## src/design/flash_pkg.sv

```systemverilog
package flash_pkg;

  localparam int flash_addr_w = 25;
  localparam int flash_data_w = 16;

  localparam logic [15:0] cmd_unlock_set = 16'h0060;
  localparam logic [15:0] cmd_confirm    = 16'h00d0;
  localparam logic [15:0] cmd_erase_set  = 16'h0020;
  localparam logic [15:0] cmd_program    = 16'h0040;
  localparam logic [15:0] cmd_read_array = 16'h00ff;

  localparam logic [4:0] erase_poll_delay  = 5'd20;  // Idle cycles before the first status read
  localparam logic [2:0] we_pulse_cycles   = 3'd3;
  localparam logic [2:0] rd_latency_cycles = 3'd4;

  localparam logic [7:0] reg_addr   = 8'h00;
  localparam logic [7:0] reg_wdata  = 8'h04;
  localparam logic [7:0] reg_cmd    = 8'h08;
  localparam logic [7:0] reg_status = 8'h0c;
  localparam logic [7:0] reg_rdata  = 8'h10;

  localparam logic [1:0] axi_okay   = 2'b00;
  localparam logic [1:0] axi_slverr = 2'b10;

  localparam logic [7:0] status_ready = 8'h80;  // Ready with no error bits

  typedef enum logic [1:0] {op_none, op_erase, op_program, op_read} flash_op_e;

  typedef struct packed {
    flash_op_e               op;
    logic [flash_addr_w-1:0] addr;
    logic [flash_data_w-1:0] wdata;
  } flash_cmd_t;

  typedef struct packed {
    logic                    valid;
    logic                    write;  // Low for a read cycle
    logic [flash_addr_w-1:0] addr;
    logic [flash_data_w-1:0] data;
  } flash_req_t;

  typedef struct packed {
    logic                    done;
    logic [flash_data_w-1:0] rdata;
  } flash_rsp_t;

  typedef struct packed {
    logic [7:0] rsvd_hi;
    logic       ready;
    logic       erase_susp;
    logic       erase_err;
    logic       prog_err;
    logic       vpp_err;
    logic       prog_susp;
    logic       lock_err;
    logic       rsvd;
  } flash_status_t;

  // The same bus word is array data or the status register
  typedef union packed {
    logic [flash_data_w-1:0] raw;
    flash_status_t           status;
  } flash_word_u;

  typedef struct packed {
    logic                    done;
    logic [7:0]              status;
    logic [flash_data_w-1:0] rdata;
  } flash_result_t;

endpackage

```

## src/design/flash_axil_regs.sv

```systemverilog
module flash_axil_regs (
  input  logic                     clk,
  input  logic                     rst_n,
  input  logic [7:0]               s_awaddr,
  input  logic                     s_awvalid,
  output logic                     s_awready,
  input  logic [31:0]              s_wdata,
  input  logic [3:0]               s_wstrb,
  input  logic                     s_wvalid,
  output logic                     s_wready,
  output logic [1:0]               s_bresp,
  output logic                     s_bvalid,
  input  logic                     s_bready,
  input  logic [7:0]               s_araddr,
  input  logic                     s_arvalid,
  output logic                     s_arready,
  output logic [31:0]              s_rdata,
  output logic [1:0]               s_rresp,
  output logic                     s_rvalid,
  input  logic                     s_rready,
  output flash_pkg::flash_cmd_t    cmd,
  output logic                     start,
  input  flash_pkg::flash_result_t erase_res,
  input  flash_pkg::flash_result_t word_res
);

  logic                                 aw_full;
  logic                                 w_full;
  logic [7:0]                           aw_q;
  logic [31:0]                          wd_q;
  logic [3:0]                           ws_q;
  logic [31:0]                          wmerge;
  logic [2:0]                           op_bits;
  logic                                 do_write;
  logic [flash_pkg::flash_addr_w-1:0]   addr_q;
  logic [flash_pkg::flash_data_w-1:0]   wdata_q;
  logic [flash_pkg::flash_data_w-1:0]   rdata_q;
  flash_pkg::flash_op_e                 op_q;
  logic                                 busy_q;
  logic                                 done_q;
  logic [7:0]                           stat_q;
  flash_pkg::flash_result_t             fin;

  assign s_awready = !aw_full && !s_bvalid;
  assign s_wready  = !w_full && !s_bvalid;
  assign s_arready = !s_rvalid;
  assign do_write  = aw_full && w_full && !s_bvalid;  // Both halves taken, in either order
  assign op_bits   = wd_q[2:0] & {3{ws_q[0]}};
  assign fin       = erase_res.done ? erase_res : word_res;  // The idle sequencer keeps old data
  assign cmd       = '{op: op_q, addr: addr_q, wdata: wdata_q};

  always_comb
  begin
    wmerge = (aw_q == flash_pkg::reg_addr) ? {7'd0, addr_q} : {16'd0, wdata_q};
    for (int i = 0; i < 4; i++)
    begin
      if (ws_q[i])
        wmerge[8*i +: 8] = wd_q[8*i +: 8];
    end
  end

  always_ff @(posedge clk)
  begin
    if (s_awvalid && s_awready)
      aw_q <= s_awaddr;
    if (s_wvalid && s_wready)
    begin
      wd_q <= s_wdata;
      ws_q <= s_wstrb;
    end
    if (do_write && aw_q == flash_pkg::reg_addr)
      addr_q <= wmerge[flash_pkg::flash_addr_w-1:0];
    if (do_write && aw_q == flash_pkg::reg_wdata)
      wdata_q <= wmerge[flash_pkg::flash_data_w-1:0];
    if (fin.done)
      rdata_q <= fin.rdata;
  end

  always_ff @(posedge clk or negedge rst_n)
  begin
    if (!rst_n)
    begin
      aw_full  <= 1'b0;
      w_full   <= 1'b0;
      s_bvalid <= 1'b0;
      s_bresp  <= flash_pkg::axi_okay;
      start    <= 1'b0;
      op_q     <= flash_pkg::op_none;
      busy_q   <= 1'b0;
      done_q   <= 1'b0;
      stat_q   <= 8'd0;
    end
    else
    begin
      start <= 1'b0;
      if (s_awvalid && s_awready)
        aw_full <= 1'b1;
      if (s_wvalid && s_wready)
        w_full <= 1'b1;
      if (s_bvalid && s_bready)
        s_bvalid <= 1'b0;
      if (fin.done)
      begin
        busy_q <= 1'b0;
        done_q <= 1'b1;
        stat_q <= fin.status;
      end
      if (do_write)
      begin
        aw_full  <= 1'b0;
        w_full   <= 1'b0;
        s_bvalid <= 1'b1;
        s_bresp  <= flash_pkg::axi_okay;
        if (aw_q == flash_pkg::reg_cmd)
        begin
          if (busy_q || !$onehot(op_bits))
            s_bresp <= flash_pkg::axi_slverr;  // Command dropped
          else
          begin
            start  <= 1'b1;
            busy_q <= 1'b1;
            done_q <= 1'b0;
            op_q   <= op_bits[0] ? flash_pkg::op_erase :
                      op_bits[1] ? flash_pkg::op_program : flash_pkg::op_read;
          end
        end
        else if (!(aw_q inside {flash_pkg::reg_addr, flash_pkg::reg_wdata,
                                flash_pkg::reg_status, flash_pkg::reg_rdata}))
          s_bresp <= flash_pkg::axi_slverr;
      end
    end
  end

  always_ff @(posedge clk or negedge rst_n)
  begin
    if (!rst_n)
    begin
      s_rvalid <= 1'b0;
      s_rresp  <= flash_pkg::axi_okay;
      s_rdata  <= 32'd0;
    end
    else
    begin
      if (s_rvalid && s_rready)
        s_rvalid <= 1'b0;
      if (s_arvalid && s_arready)
      begin
        s_rvalid <= 1'b1;
        s_rresp  <= flash_pkg::axi_okay;
        case (s_araddr)
          flash_pkg::reg_addr:   s_rdata <= {7'd0, addr_q};
          flash_pkg::reg_wdata:  s_rdata <= {16'd0, wdata_q};
          flash_pkg::reg_cmd:    s_rdata <= 32'd0;  // Command bits are self-clearing
          flash_pkg::reg_status: s_rdata <= {16'd0, stat_q, 6'd0, done_q, busy_q};
          flash_pkg::reg_rdata:  s_rdata <= {16'd0, rdata_q};
          default:
          begin
            s_rdata <= 32'd0;
            s_rresp <= flash_pkg::axi_slverr;
          end
        endcase
      end
    end
  end

endmodule

```

## src/design/flash_erase_seq.sv

```systemverilog
module flash_erase_seq (
  input  logic                     clk,
  input  logic                     rst_n,
  input  flash_pkg::flash_cmd_t    cmd,
  input  logic                     start,
  output flash_pkg::flash_req_t    req,
  input  flash_pkg::flash_rsp_t    rsp,
  output flash_pkg::flash_result_t res
);

  typedef enum logic [7:0] {
    st_idle        = 8'b0000_0001,
    st_unlock_set  = 8'b0000_0010,
    st_unlock_conf = 8'b0000_0100,
    st_erase_set   = 8'b0000_1000,
    st_erase_conf  = 8'b0001_0000,
    st_wait        = 8'b0010_0000,
    st_poll        = 8'b0100_0000,
    st_read_array  = 8'b1000_0000
  } state_e;

  state_e                               state;
  logic [flash_pkg::flash_addr_w-1:0]   blk_addr;
  logic [4:0]                           wait_cnt;
  logic [7:0]                           stat_q;
  logic                                 res_done;
  logic [flash_pkg::flash_data_w-1:0]   wr_code;
  flash_pkg::flash_word_u               word;

  assign word.raw = rsp.rdata;
  assign res      = '{done: res_done, status: stat_q, rdata: '0};

  always_comb
  begin
    case (state)
      st_unlock_set:                 wr_code = flash_pkg::cmd_unlock_set;
      st_unlock_conf, st_erase_conf: wr_code = flash_pkg::cmd_confirm;
      st_erase_set:                  wr_code = flash_pkg::cmd_erase_set;
      default:                       wr_code = flash_pkg::cmd_read_array;
    endcase
  end

  always_ff @(posedge clk)
  begin
    if (start && cmd.op == flash_pkg::op_erase && state == st_idle)
      blk_addr <= cmd.addr;
  end

  always_ff @(posedge clk or negedge rst_n)
  begin
    if (!rst_n)
    begin
      state    <= st_idle;
      req      <= '0;
      wait_cnt <= 5'd0;
      stat_q   <= 8'd0;
      res_done <= 1'b0;
    end
    else
    begin
      res_done <= 1'b0;
      case (state)
        st_idle:
        begin
          if (start && cmd.op == flash_pkg::op_erase)
            state <= st_unlock_set;
        end
        st_wait:
        begin
          wait_cnt <= wait_cnt + 5'd1;
          if (wait_cnt == flash_pkg::erase_poll_delay - 5'd1)
            state <= st_poll;
        end
        default:
        begin
          if (rsp.done)
          begin
            req.valid <= 1'b0;  // Gap of one cycle before the next request
            case (state)
              st_unlock_set:  state <= st_unlock_conf;
              st_unlock_conf: state <= st_erase_set;
              st_erase_set:   state <= st_erase_conf;
              st_erase_conf:
              begin
                wait_cnt <= 5'd0;
                state    <= st_wait;
              end
              st_poll:
              begin
                if (word.status.ready)
                begin
                  stat_q <= word.raw[7:0];  // Error bits go up unchanged
                  state  <= st_read_array;
                end
              end
              default:
              begin
                res_done <= 1'b1;
                state    <= st_idle;
              end
            endcase
          end
          else if (!req.valid)
            req <= '{valid: 1'b1, write: state != st_poll, addr: blk_addr, data: wr_code};
        end
      endcase
    end
  end

endmodule

```

## src/design/flash_word_seq.sv

```systemverilog
module flash_word_seq (
  input  logic                     clk,
  input  logic                     rst_n,
  input  flash_pkg::flash_cmd_t    cmd,
  input  logic                     start,
  output flash_pkg::flash_req_t    req,
  input  flash_pkg::flash_rsp_t    rsp,
  output flash_pkg::flash_result_t res
);

  typedef enum logic [5:0] {
    st_idle       = 6'b00_0001,
    st_prog_set   = 6'b00_0010,
    st_prog_data  = 6'b00_0100,
    st_poll       = 6'b00_1000,
    st_read_array = 6'b01_0000,
    st_read_word  = 6'b10_0000
  } state_e;

  state_e                               state;
  logic [flash_pkg::flash_addr_w-1:0]   addr_q;
  logic [flash_pkg::flash_data_w-1:0]   data_q;
  logic [flash_pkg::flash_data_w-1:0]   rdata_q;
  logic [flash_pkg::flash_data_w-1:0]   wr_word;
  logic [7:0]                           stat_q;
  logic                                 res_done;
  logic                                 is_read;
  flash_pkg::flash_word_u               word;

  assign word.raw = rsp.rdata;
  assign is_read  = state == st_poll || state == st_read_word;
  assign wr_word  = (state == st_prog_set)  ? flash_pkg::cmd_program :
                    (state == st_prog_data) ? data_q : flash_pkg::cmd_read_array;
  assign res      = '{done: res_done, status: stat_q, rdata: rdata_q};

  always_ff @(posedge clk)
  begin
    if (start && state == st_idle)
    begin
      addr_q <= cmd.addr;
      data_q <= cmd.wdata;
    end
    if (state == st_read_word && rsp.done)
      rdata_q <= rsp.rdata;
  end

  always_ff @(posedge clk or negedge rst_n)
  begin
    if (!rst_n)
    begin
      state    <= st_idle;
      req      <= '0;
      stat_q   <= 8'd0;
      res_done <= 1'b0;
    end
    else
    begin
      res_done <= 1'b0;
      if (state == st_idle)
      begin
        if (start && cmd.op == flash_pkg::op_program)
          state <= st_prog_set;
        else if (start && cmd.op == flash_pkg::op_read)
          state <= st_read_word;
      end
      else if (rsp.done)
      begin
        req.valid <= 1'b0;
        case (state)
          st_prog_set:  state <= st_prog_data;
          st_prog_data: state <= st_poll;
          st_poll:
          begin
            if (word.status.ready)
            begin
              stat_q <= word.raw[7:0];  // Keeps prog_err and lock_err
              state  <= st_read_array;
            end
          end
          default:
          begin
            if (state == st_read_word)
              stat_q <= flash_pkg::status_ready;
            res_done <= 1'b1;
            state    <= st_idle;
          end
        endcase
      end
      else if (!req.valid)
        req <= '{valid: 1'b1, write: !is_read, addr: addr_q, data: wr_word};
    end
  end

endmodule

```

## src/design/flash_bus_ctrl.sv

```systemverilog
module flash_bus_ctrl (
  input  logic                                clk,
  input  logic                                rst_n,
  input  flash_pkg::flash_req_t               erase_req,
  input  flash_pkg::flash_req_t               word_req,
  output flash_pkg::flash_rsp_t               erase_rsp,
  output flash_pkg::flash_rsp_t               word_rsp,
  output logic                                ce_n,
  output logic                                we_n,
  output logic                                oe_n,
  output logic [flash_pkg::flash_addr_w-1:0]  fl_addr,
  output logic [flash_pkg::flash_data_w-1:0]  dq_out,
  output logic                                dq_oe,
  input  logic [flash_pkg::flash_data_w-1:0]  dq_in
);

  flash_pkg::flash_req_t               sel;
  flash_pkg::flash_req_t               cur;
  logic                                owner_erase;
  logic [2:0]                          cnt;
  logic                                last;
  logic [flash_pkg::flash_data_w-1:0]  rdata_q;

  assign sel  = erase_req.valid ? erase_req : word_req;  // Erase wins a tie
  assign last = cur.valid && cnt == (cur.write ? flash_pkg::we_pulse_cycles + 3'd1
                                               : flash_pkg::rd_latency_cycles);

  // Setup at count 0, pulse for we_pulse_cycles, hold on the last count
  assign ce_n    = !cur.valid;
  assign we_n    = !(cur.valid && cur.write && cnt != 3'd0 &&
                     cnt <= flash_pkg::we_pulse_cycles);
  assign oe_n    = !(cur.valid && !cur.write);
  assign dq_oe   = cur.valid && cur.write;
  assign fl_addr = cur.addr;
  assign dq_out  = cur.data;

  assign erase_rsp = '{done: last && owner_erase, rdata: rdata_q};
  assign word_rsp  = '{done: last && !owner_erase, rdata: rdata_q};

  always_ff @(posedge clk)
  begin
    if (cur.valid && !cur.write && cnt == flash_pkg::rd_latency_cycles - 3'd1)
      rdata_q <= dq_in;  // Sampled after the full output-enable window
  end

  always_ff @(posedge clk or negedge rst_n)
  begin
    if (!rst_n)
    begin
      cur         <= '0;
      cnt         <= 3'd0;
      owner_erase <= 1'b0;
    end
    else if (!cur.valid)
    begin
      if (sel.valid)
      begin
        cur         <= sel;
        cnt         <= 3'd0;
        owner_erase <= erase_req.valid;
      end
    end
    else if (last)
      cur.valid <= 1'b0;
    else
      cnt <= cnt + 3'd1;
  end

endmodule

```

## src/design/flash_ctrl_top.sv

```systemverilog
module flash_ctrl_top (
  input  logic                                clk,
  input  logic                                rst_n,
  input  logic [7:0]                          s_awaddr,
  input  logic                                s_awvalid,
  output logic                                s_awready,
  input  logic [31:0]                         s_wdata,
  input  logic [3:0]                          s_wstrb,
  input  logic                                s_wvalid,
  output logic                                s_wready,
  output logic [1:0]                          s_bresp,
  output logic                                s_bvalid,
  input  logic                                s_bready,
  input  logic [7:0]                          s_araddr,
  input  logic                                s_arvalid,
  output logic                                s_arready,
  output logic [31:0]                         s_rdata,
  output logic [1:0]                          s_rresp,
  output logic                                s_rvalid,
  input  logic                                s_rready,
  output logic                                ce_n,
  output logic                                we_n,
  output logic                                oe_n,
  output logic [flash_pkg::flash_addr_w-1:0]  fl_addr,
  output logic [flash_pkg::flash_data_w-1:0]  dq_out,
  output logic                                dq_oe,
  input  logic [flash_pkg::flash_data_w-1:0]  dq_in
);

  flash_pkg::flash_cmd_t    cmd;
  logic                     start;
  flash_pkg::flash_req_t    erase_req;
  flash_pkg::flash_req_t    word_req;
  flash_pkg::flash_rsp_t    erase_rsp;
  flash_pkg::flash_rsp_t    word_rsp;
  flash_pkg::flash_result_t erase_res;
  flash_pkg::flash_result_t word_res;

  flash_axil_regs i_regs (
    .clk       (clk),
    .rst_n     (rst_n),
    .s_awaddr  (s_awaddr),
    .s_awvalid (s_awvalid),
    .s_awready (s_awready),
    .s_wdata   (s_wdata),
    .s_wstrb   (s_wstrb),
    .s_wvalid  (s_wvalid),
    .s_wready  (s_wready),
    .s_bresp   (s_bresp),
    .s_bvalid  (s_bvalid),
    .s_bready  (s_bready),
    .s_araddr  (s_araddr),
    .s_arvalid (s_arvalid),
    .s_arready (s_arready),
    .s_rdata   (s_rdata),
    .s_rresp   (s_rresp),
    .s_rvalid  (s_rvalid),
    .s_rready  (s_rready),
    .cmd       (cmd),
    .start     (start),
    .erase_res (erase_res),
    .word_res  (word_res)
  );

  flash_erase_seq i_erase_seq (
    .clk   (clk),
    .rst_n (rst_n),
    .cmd   (cmd),
    .start (start),
    .req   (erase_req),
    .rsp   (erase_rsp),
    .res   (erase_res)
  );

  flash_word_seq i_word_seq (
    .clk   (clk),
    .rst_n (rst_n),
    .cmd   (cmd),
    .start (start),
    .req   (word_req),
    .rsp   (word_rsp),
    .res   (word_res)
  );

  flash_bus_ctrl i_bus_ctrl (
    .clk       (clk),
    .rst_n     (rst_n),
    .erase_req (erase_req),
    .word_req  (word_req),
    .erase_rsp (erase_rsp),
    .word_rsp  (word_rsp),
    .ce_n      (ce_n),
    .we_n      (we_n),
    .oe_n      (oe_n),
    .fl_addr   (fl_addr),
    .dq_out    (dq_out),
    .dq_oe     (dq_oe),
    .dq_in     (dq_in)
  );

endmodule

```

## config.mk

```make
export PLATFORM = sky130hd
export DESIGN_NAME = flash_ctrl_top
export DESIGN_NICKNAME = d
export VERILOG_FILES = /design/src/design/flash_pkg.sv /design/src/design/flash_axil_regs.sv /design/src/design/flash_erase_seq.sv /design/src/design/flash_word_seq.sv /design/src/design/flash_bus_ctrl.sv /design/src/design/flash_ctrl_top.sv
export SDC_FILE = /design/constraint.sdc
export NUM_CORES = 1
export LEC_CHECK = 0
export BUFFER_PORTS_ARGS = -buffer_cell sky130_fd_sc_hd__buf_2
export CORE_MARGIN = 2
export CORE_UTILIZATION = 45
export DETAILED_ROUTE_END_ITERATION = 12
export PLACE_DENSITY = 0.73
export SYNTH_ARGS = -nofsm -noshare
export SYNTH_HDL_FRONTEND = slang
export SYNTH_HIERARCHICAL = 1
export SYNTH_SLANG_ARGS = --single-unit
```

## constraint.sdc

```tcl
create_clock -name clk -period 3.44 [get_ports clk]
set_input_delay 0.688 -clock clk [delete_from_list [all_inputs] [get_ports clk]]
set_output_delay 0.688 -clock clk [all_outputs]
set_load 0.01 [all_outputs]
```

==> summary.md <==
| Metric | Value |
|---|---|
| Clock Skews | `15.3 ps` |
| Fraction of layout cells with a size suffix above 1 | `33.3%` |
| Met2 Resource Use GR | `27.2%` |
| Cell area after placement | `17400 um^2` |
| Fill cell count | `3039` |
| Critical-path maximum fanout | `8` |
| Fin Setup TNS | `0 ps` |
| ANT nets after route | `0` |
| Clock buffer depth | `3` |
| Routability cong. | `0.880` |
| Fin. Hold Viols | `0` |
| Via count | `9381` |
| Worst hold slack | `203 ps` |
| Design area | `18700 um^2` |
| Met1 usage | `26.1%` |
| Layout area overhead | `11.7%` |
| CP Capture Type | `flip-flop` |
| Starting DRC count in detailed routing | `672` |
| Int Pwr | `9.51 mW` |
| Die H | `197 um` |
| Number of port buffers | `144` |
| Fin crit period | `2690 ps` |
| Mean post-synth cell area | `14.2 um^2` |
| Routed WL | `34000 um` |
| H-tree depth | `2` |
| WP data required | `3850 ps` |
| Element type at the critical path start | `flip-flop` |
| Largest net degree at the start of global routing | `77` |
| CTS Sinks | `394` |
| GRT overflow | `0` |
| Combinational power share | `21.5%` |
| Max transition margin | `29.8%` |
| Post-DP HPWL | `23800 um` |
| Die ar. | `38900 um^2` |
| Area of the multi-input gates | `4810 um^2` |
| Clk_lat worst skew | `530 ps` |
| Number of detailed-route iterations in the first pass | `6` |
| Final Slew Violations | `0` |
| Core ar. | `36700 um^2` |
| Clk slew on worst S/H paths | `60 ps` |
| PD cells | `713 nW/um^2` |
| PostCTS Resize Cnt | `0` |
| # IOs | `161` |
| Global-route usage over all layers | `17.8%` |
| VDD IR max | `0.000543 V` |
| Syn. warnings | `6` |
| Final core occ | `51.1%` |
| Sw Share | `28.8%` |
| Clock share of power | `33.1%` |
| Async set or reset register ratio after synthesis | `51.3%` |
| Gr busiest metal | `met2` |
| Residual DRC | `0` |
| Initial antenna violation count | `2` |
| Fin nets | `1352` |
| Arr. time, crit path | `3100 ps` |
| DR vias/cell | `5.29` |
| Met3 usage | `3.24%` |
| Status | `finished clean` |
| WS Path Type | `reg2reg` |
| Initial core utilization | `45.7%` |
| Hold Buf Count CTS | `0` |
| Finished Layout Cells | `1773` |
| Fmax | `371 MHz` |
| Synthesized area | `16800 um^2` |
| Routed wire per std cell | `19.2 um` |
| Leakage | `8.00 nW` |
| Flop pwr share | `45.4%` |
| Synth Register Bits | `394` |
| TritonCTS Buffers | `40` |
| CTS tree | `done` |
| Count of different cell masters after synthesis | `78` |
| RSZ-0062 raised after global routing | `false` |
| First-pass GRT wire length | `53800 um` |
| Hold crit path type | `in2async` |
| Register Area | `10800 um^2` |
| Final period util | `78.3%` |
| Die width | `197 um` |
| Endpoints failing setup | `0` |
| Reg2reg path depth | `8` |
| Post-CTS setup repair buffer count | `0` |
| Worst-margin pin slew | `1040 ps` |
| Psw | `3.85 mW` |
| Synthesized instance count | `1184` |
| Top FF cell, synth | `dfrtp_1` |
| CTS root buffer | `clkbuf_16` |
| Vias in the first global route | `9418` |
| Post-synth EDFFs | `192` |
| Core Rows | `70` |
| Placed insts | `1698` |
| Register area share after synthesis | `64.5%` |
| Max-cap violation count | `0` |
path summary, 6_finish.rpt:
check	startpoint	endpoint	slack (ps)
worst max-delay path	i_bus_ctrl/cnt[0]	i_erase_seq/wait_cnt[0]	750
worst min-delay path	rst_n	i_word_seq/req[23]	200
worst max register to register	i_bus_ctrl/cnt[0]	i_erase_seq/wait_cnt[0]	750
worst min register to register	i_bus_ctrl/rdata_q[10]	i_word_seq/rdata_q[10]	420
max in group asynchronous	rst_n	i_regs/w_full	2370
min in group clk	s_rready	i_regs/s_rvalid	330
power groups by stage:
stage | clock network [mW] | registers [mW] | logic, mW
4_1_cts | 4.52 | 6.08 | 2.91
3_5_place_dp | 0 | 6.17 | 2.90
5_1_grt | 4.70 | 6.17 | 3.17
6_report | 4.42 | 6.07 | 2.87
2_1_floorplan | 0 | 5.96 | 2.69
3_3_place_gp | 0 | 6.14 | 2.84
critical path, stage by stage (launching register included):
cell and delay (ps):
dfrtp_1 420, inv_1 70, ha_1 190, nand3_1 150
nor2_1 520, or4bb_1 560, nor3_2 280, nor2_1 110
mux2_2 270
registers in the layout, indices dropped and copies added, names as in the netlist, 16 cells and up:
register / flops
i_bus_ctrl/dq_out: 16
i_bus_ctrl/rdata_q: 16
i_word_seq/addr_q: 25
i_word_seq/req: 43
i_regs/addr_q: 25
i_word_seq/rdata_q: 16
i_erase_seq/req: 31
i_word_seq/data_q: 16
i_regs/s_rdata: 25
i_erase_seq/blk_addr: 25
i_regs/rdata_q: 16
i_regs/wd_q: 25
i_bus_ctrl/fl_addr: 25
i_regs/wdata_q: 16
cells in the final DEF, fill, tap and decap left out, types with 5 or more instances in the layout:
| master | netlist | routed |
|---|---|---|
| inv_1 | 38 | 38 |
| o21ai_0 | 39 | 39 |
| buf_4 | 102 | 23 |
| nand4b_1 | 10 | 10 |
| nand2b_1 | 7 | 7 |
| clkinv_2 | 0 | 13 |
| o32ai_1 | 6 | 6 |
| clkbuf_8 | 0 | 6 |
| nand4_1 | 10 | 10 |
| conb_1 | 2 | 33 |
| o22ai_1 | 13 | 13 |
| mux2_2 | 76 | 76 |
| dfrtp_1 | 200 | 199 |
| a22o_1 | 34 | 34 |
| or4_4 | 5 | 5 |
| a21oi_1 | 10 | 10 |
| xor2_1 | 6 | 6 |
| nand2_1 | 57 | 57 |
| clkbuf_16 | 0 | 44 |
| nor3_1 | 7 | 5 |
| nand2_2 | 42 | 42 |
| clkinv_1 | 1 | 6 |
| edfxtp_1 | 192 | 192 |
| and2_1 | 18 | 18 |
| o21ai_2 | 43 | 42 |
| o311ai_0 | 13 | 13 |
| mux2i_1 | 79 | 79 |
| buf_2 | 17 | 143 |
| nor2_1 | 34 | 33 |
area by class of cell:
| cell class | count | area share, % |
|---|---|---|
| inverters | 40 | 0.801 |
| flip-flops and latches | 394 | 57.8 |
| clock buffers | 49 | 6.24 |
| clock inverters | 25 | 1.15 |
| repair buffers | 171 | 5.24 |
| diodes | 1 | 0.0134 |
| well taps | 468 | 3.12 |
| multi-input cells | 625 | 25.7 |
cells by family (layout without fill, tap and decap cells):
group	Yosys count	after routing	share of synthesized area, %
DFF	394	394	64.5
and+or+nand+nor	231	231	8.01
buffers and inverters	196	285	7.77
AOI/OAI and AO/OA	188	188	8.67
muxes	158	158	10.1
xor gates and xnor gates	10	10	0.522
adders and majority gates	5	5	0.418
other	2	34	0.0447
layer usage:
metal | wire length (um) | up-vias | part of all wire (%)
li1 | - | 4376 | -
met1 | 15800 | 4631 | 46
met2 | 15200 | 316 | 45
met3 | 2150 | 56 | 6.3
met4 | 852 | 2 | 2.5
met5 | 7 | - | 0.021
cells in the mapped netlist, types with 3 or more instances:
library cell	count	area, um^2
buf_12	6	120
nor3b_1	3	22.5
o211ai_1	3	22.5
a21o_1	3	22.5
o21ai_2	43	377
nor2_1	34	128
buf_4	102	766
o311ai_0	13	114
a21oi_1	10	50.1
and2_1	18	113
nand3_1	3	15.0
mux2_2	76	856
o22ai_1	13	81.3
or4_4	5	56.3
nand4_1	10	62.6
nand2_2	42	263
clkbuf_4	3	22.5
nand2_1	57	214
mux2i_1	79	791
dfrtp_1	200	5000
buf_2	17	85.1
or3_1	4	25.0
clkbuf_1	18	67.6
nor3_1	7	35.0
xnor2_1	4	35.0
o21ai_0	39	195
buf_6	7	78.8
nand2b_1	7	43.8
a31oi_1	4	25.0
nor4_1	4	25.0
and3_1	4	25.0
nand4b_1	10	87.6
edfxtp_1	192	5770
ha_1	4	50.1
xor2_1	6	52.6
mux2_4	3	45.0
o32ai_1	6	52.6
inv_1	38	143
a22o_1	34	298
metrics by stage:
step / worst slack (ps) / power, mW
detailed placement: 757 / 9.07
global placement: 798 / 8.98
global route: 553 / 14.0
finish: 746 / 13.4
CTS: 745 / 13.5
floorplan: 496 / 8.65
(Power assumes the default switching activity.)
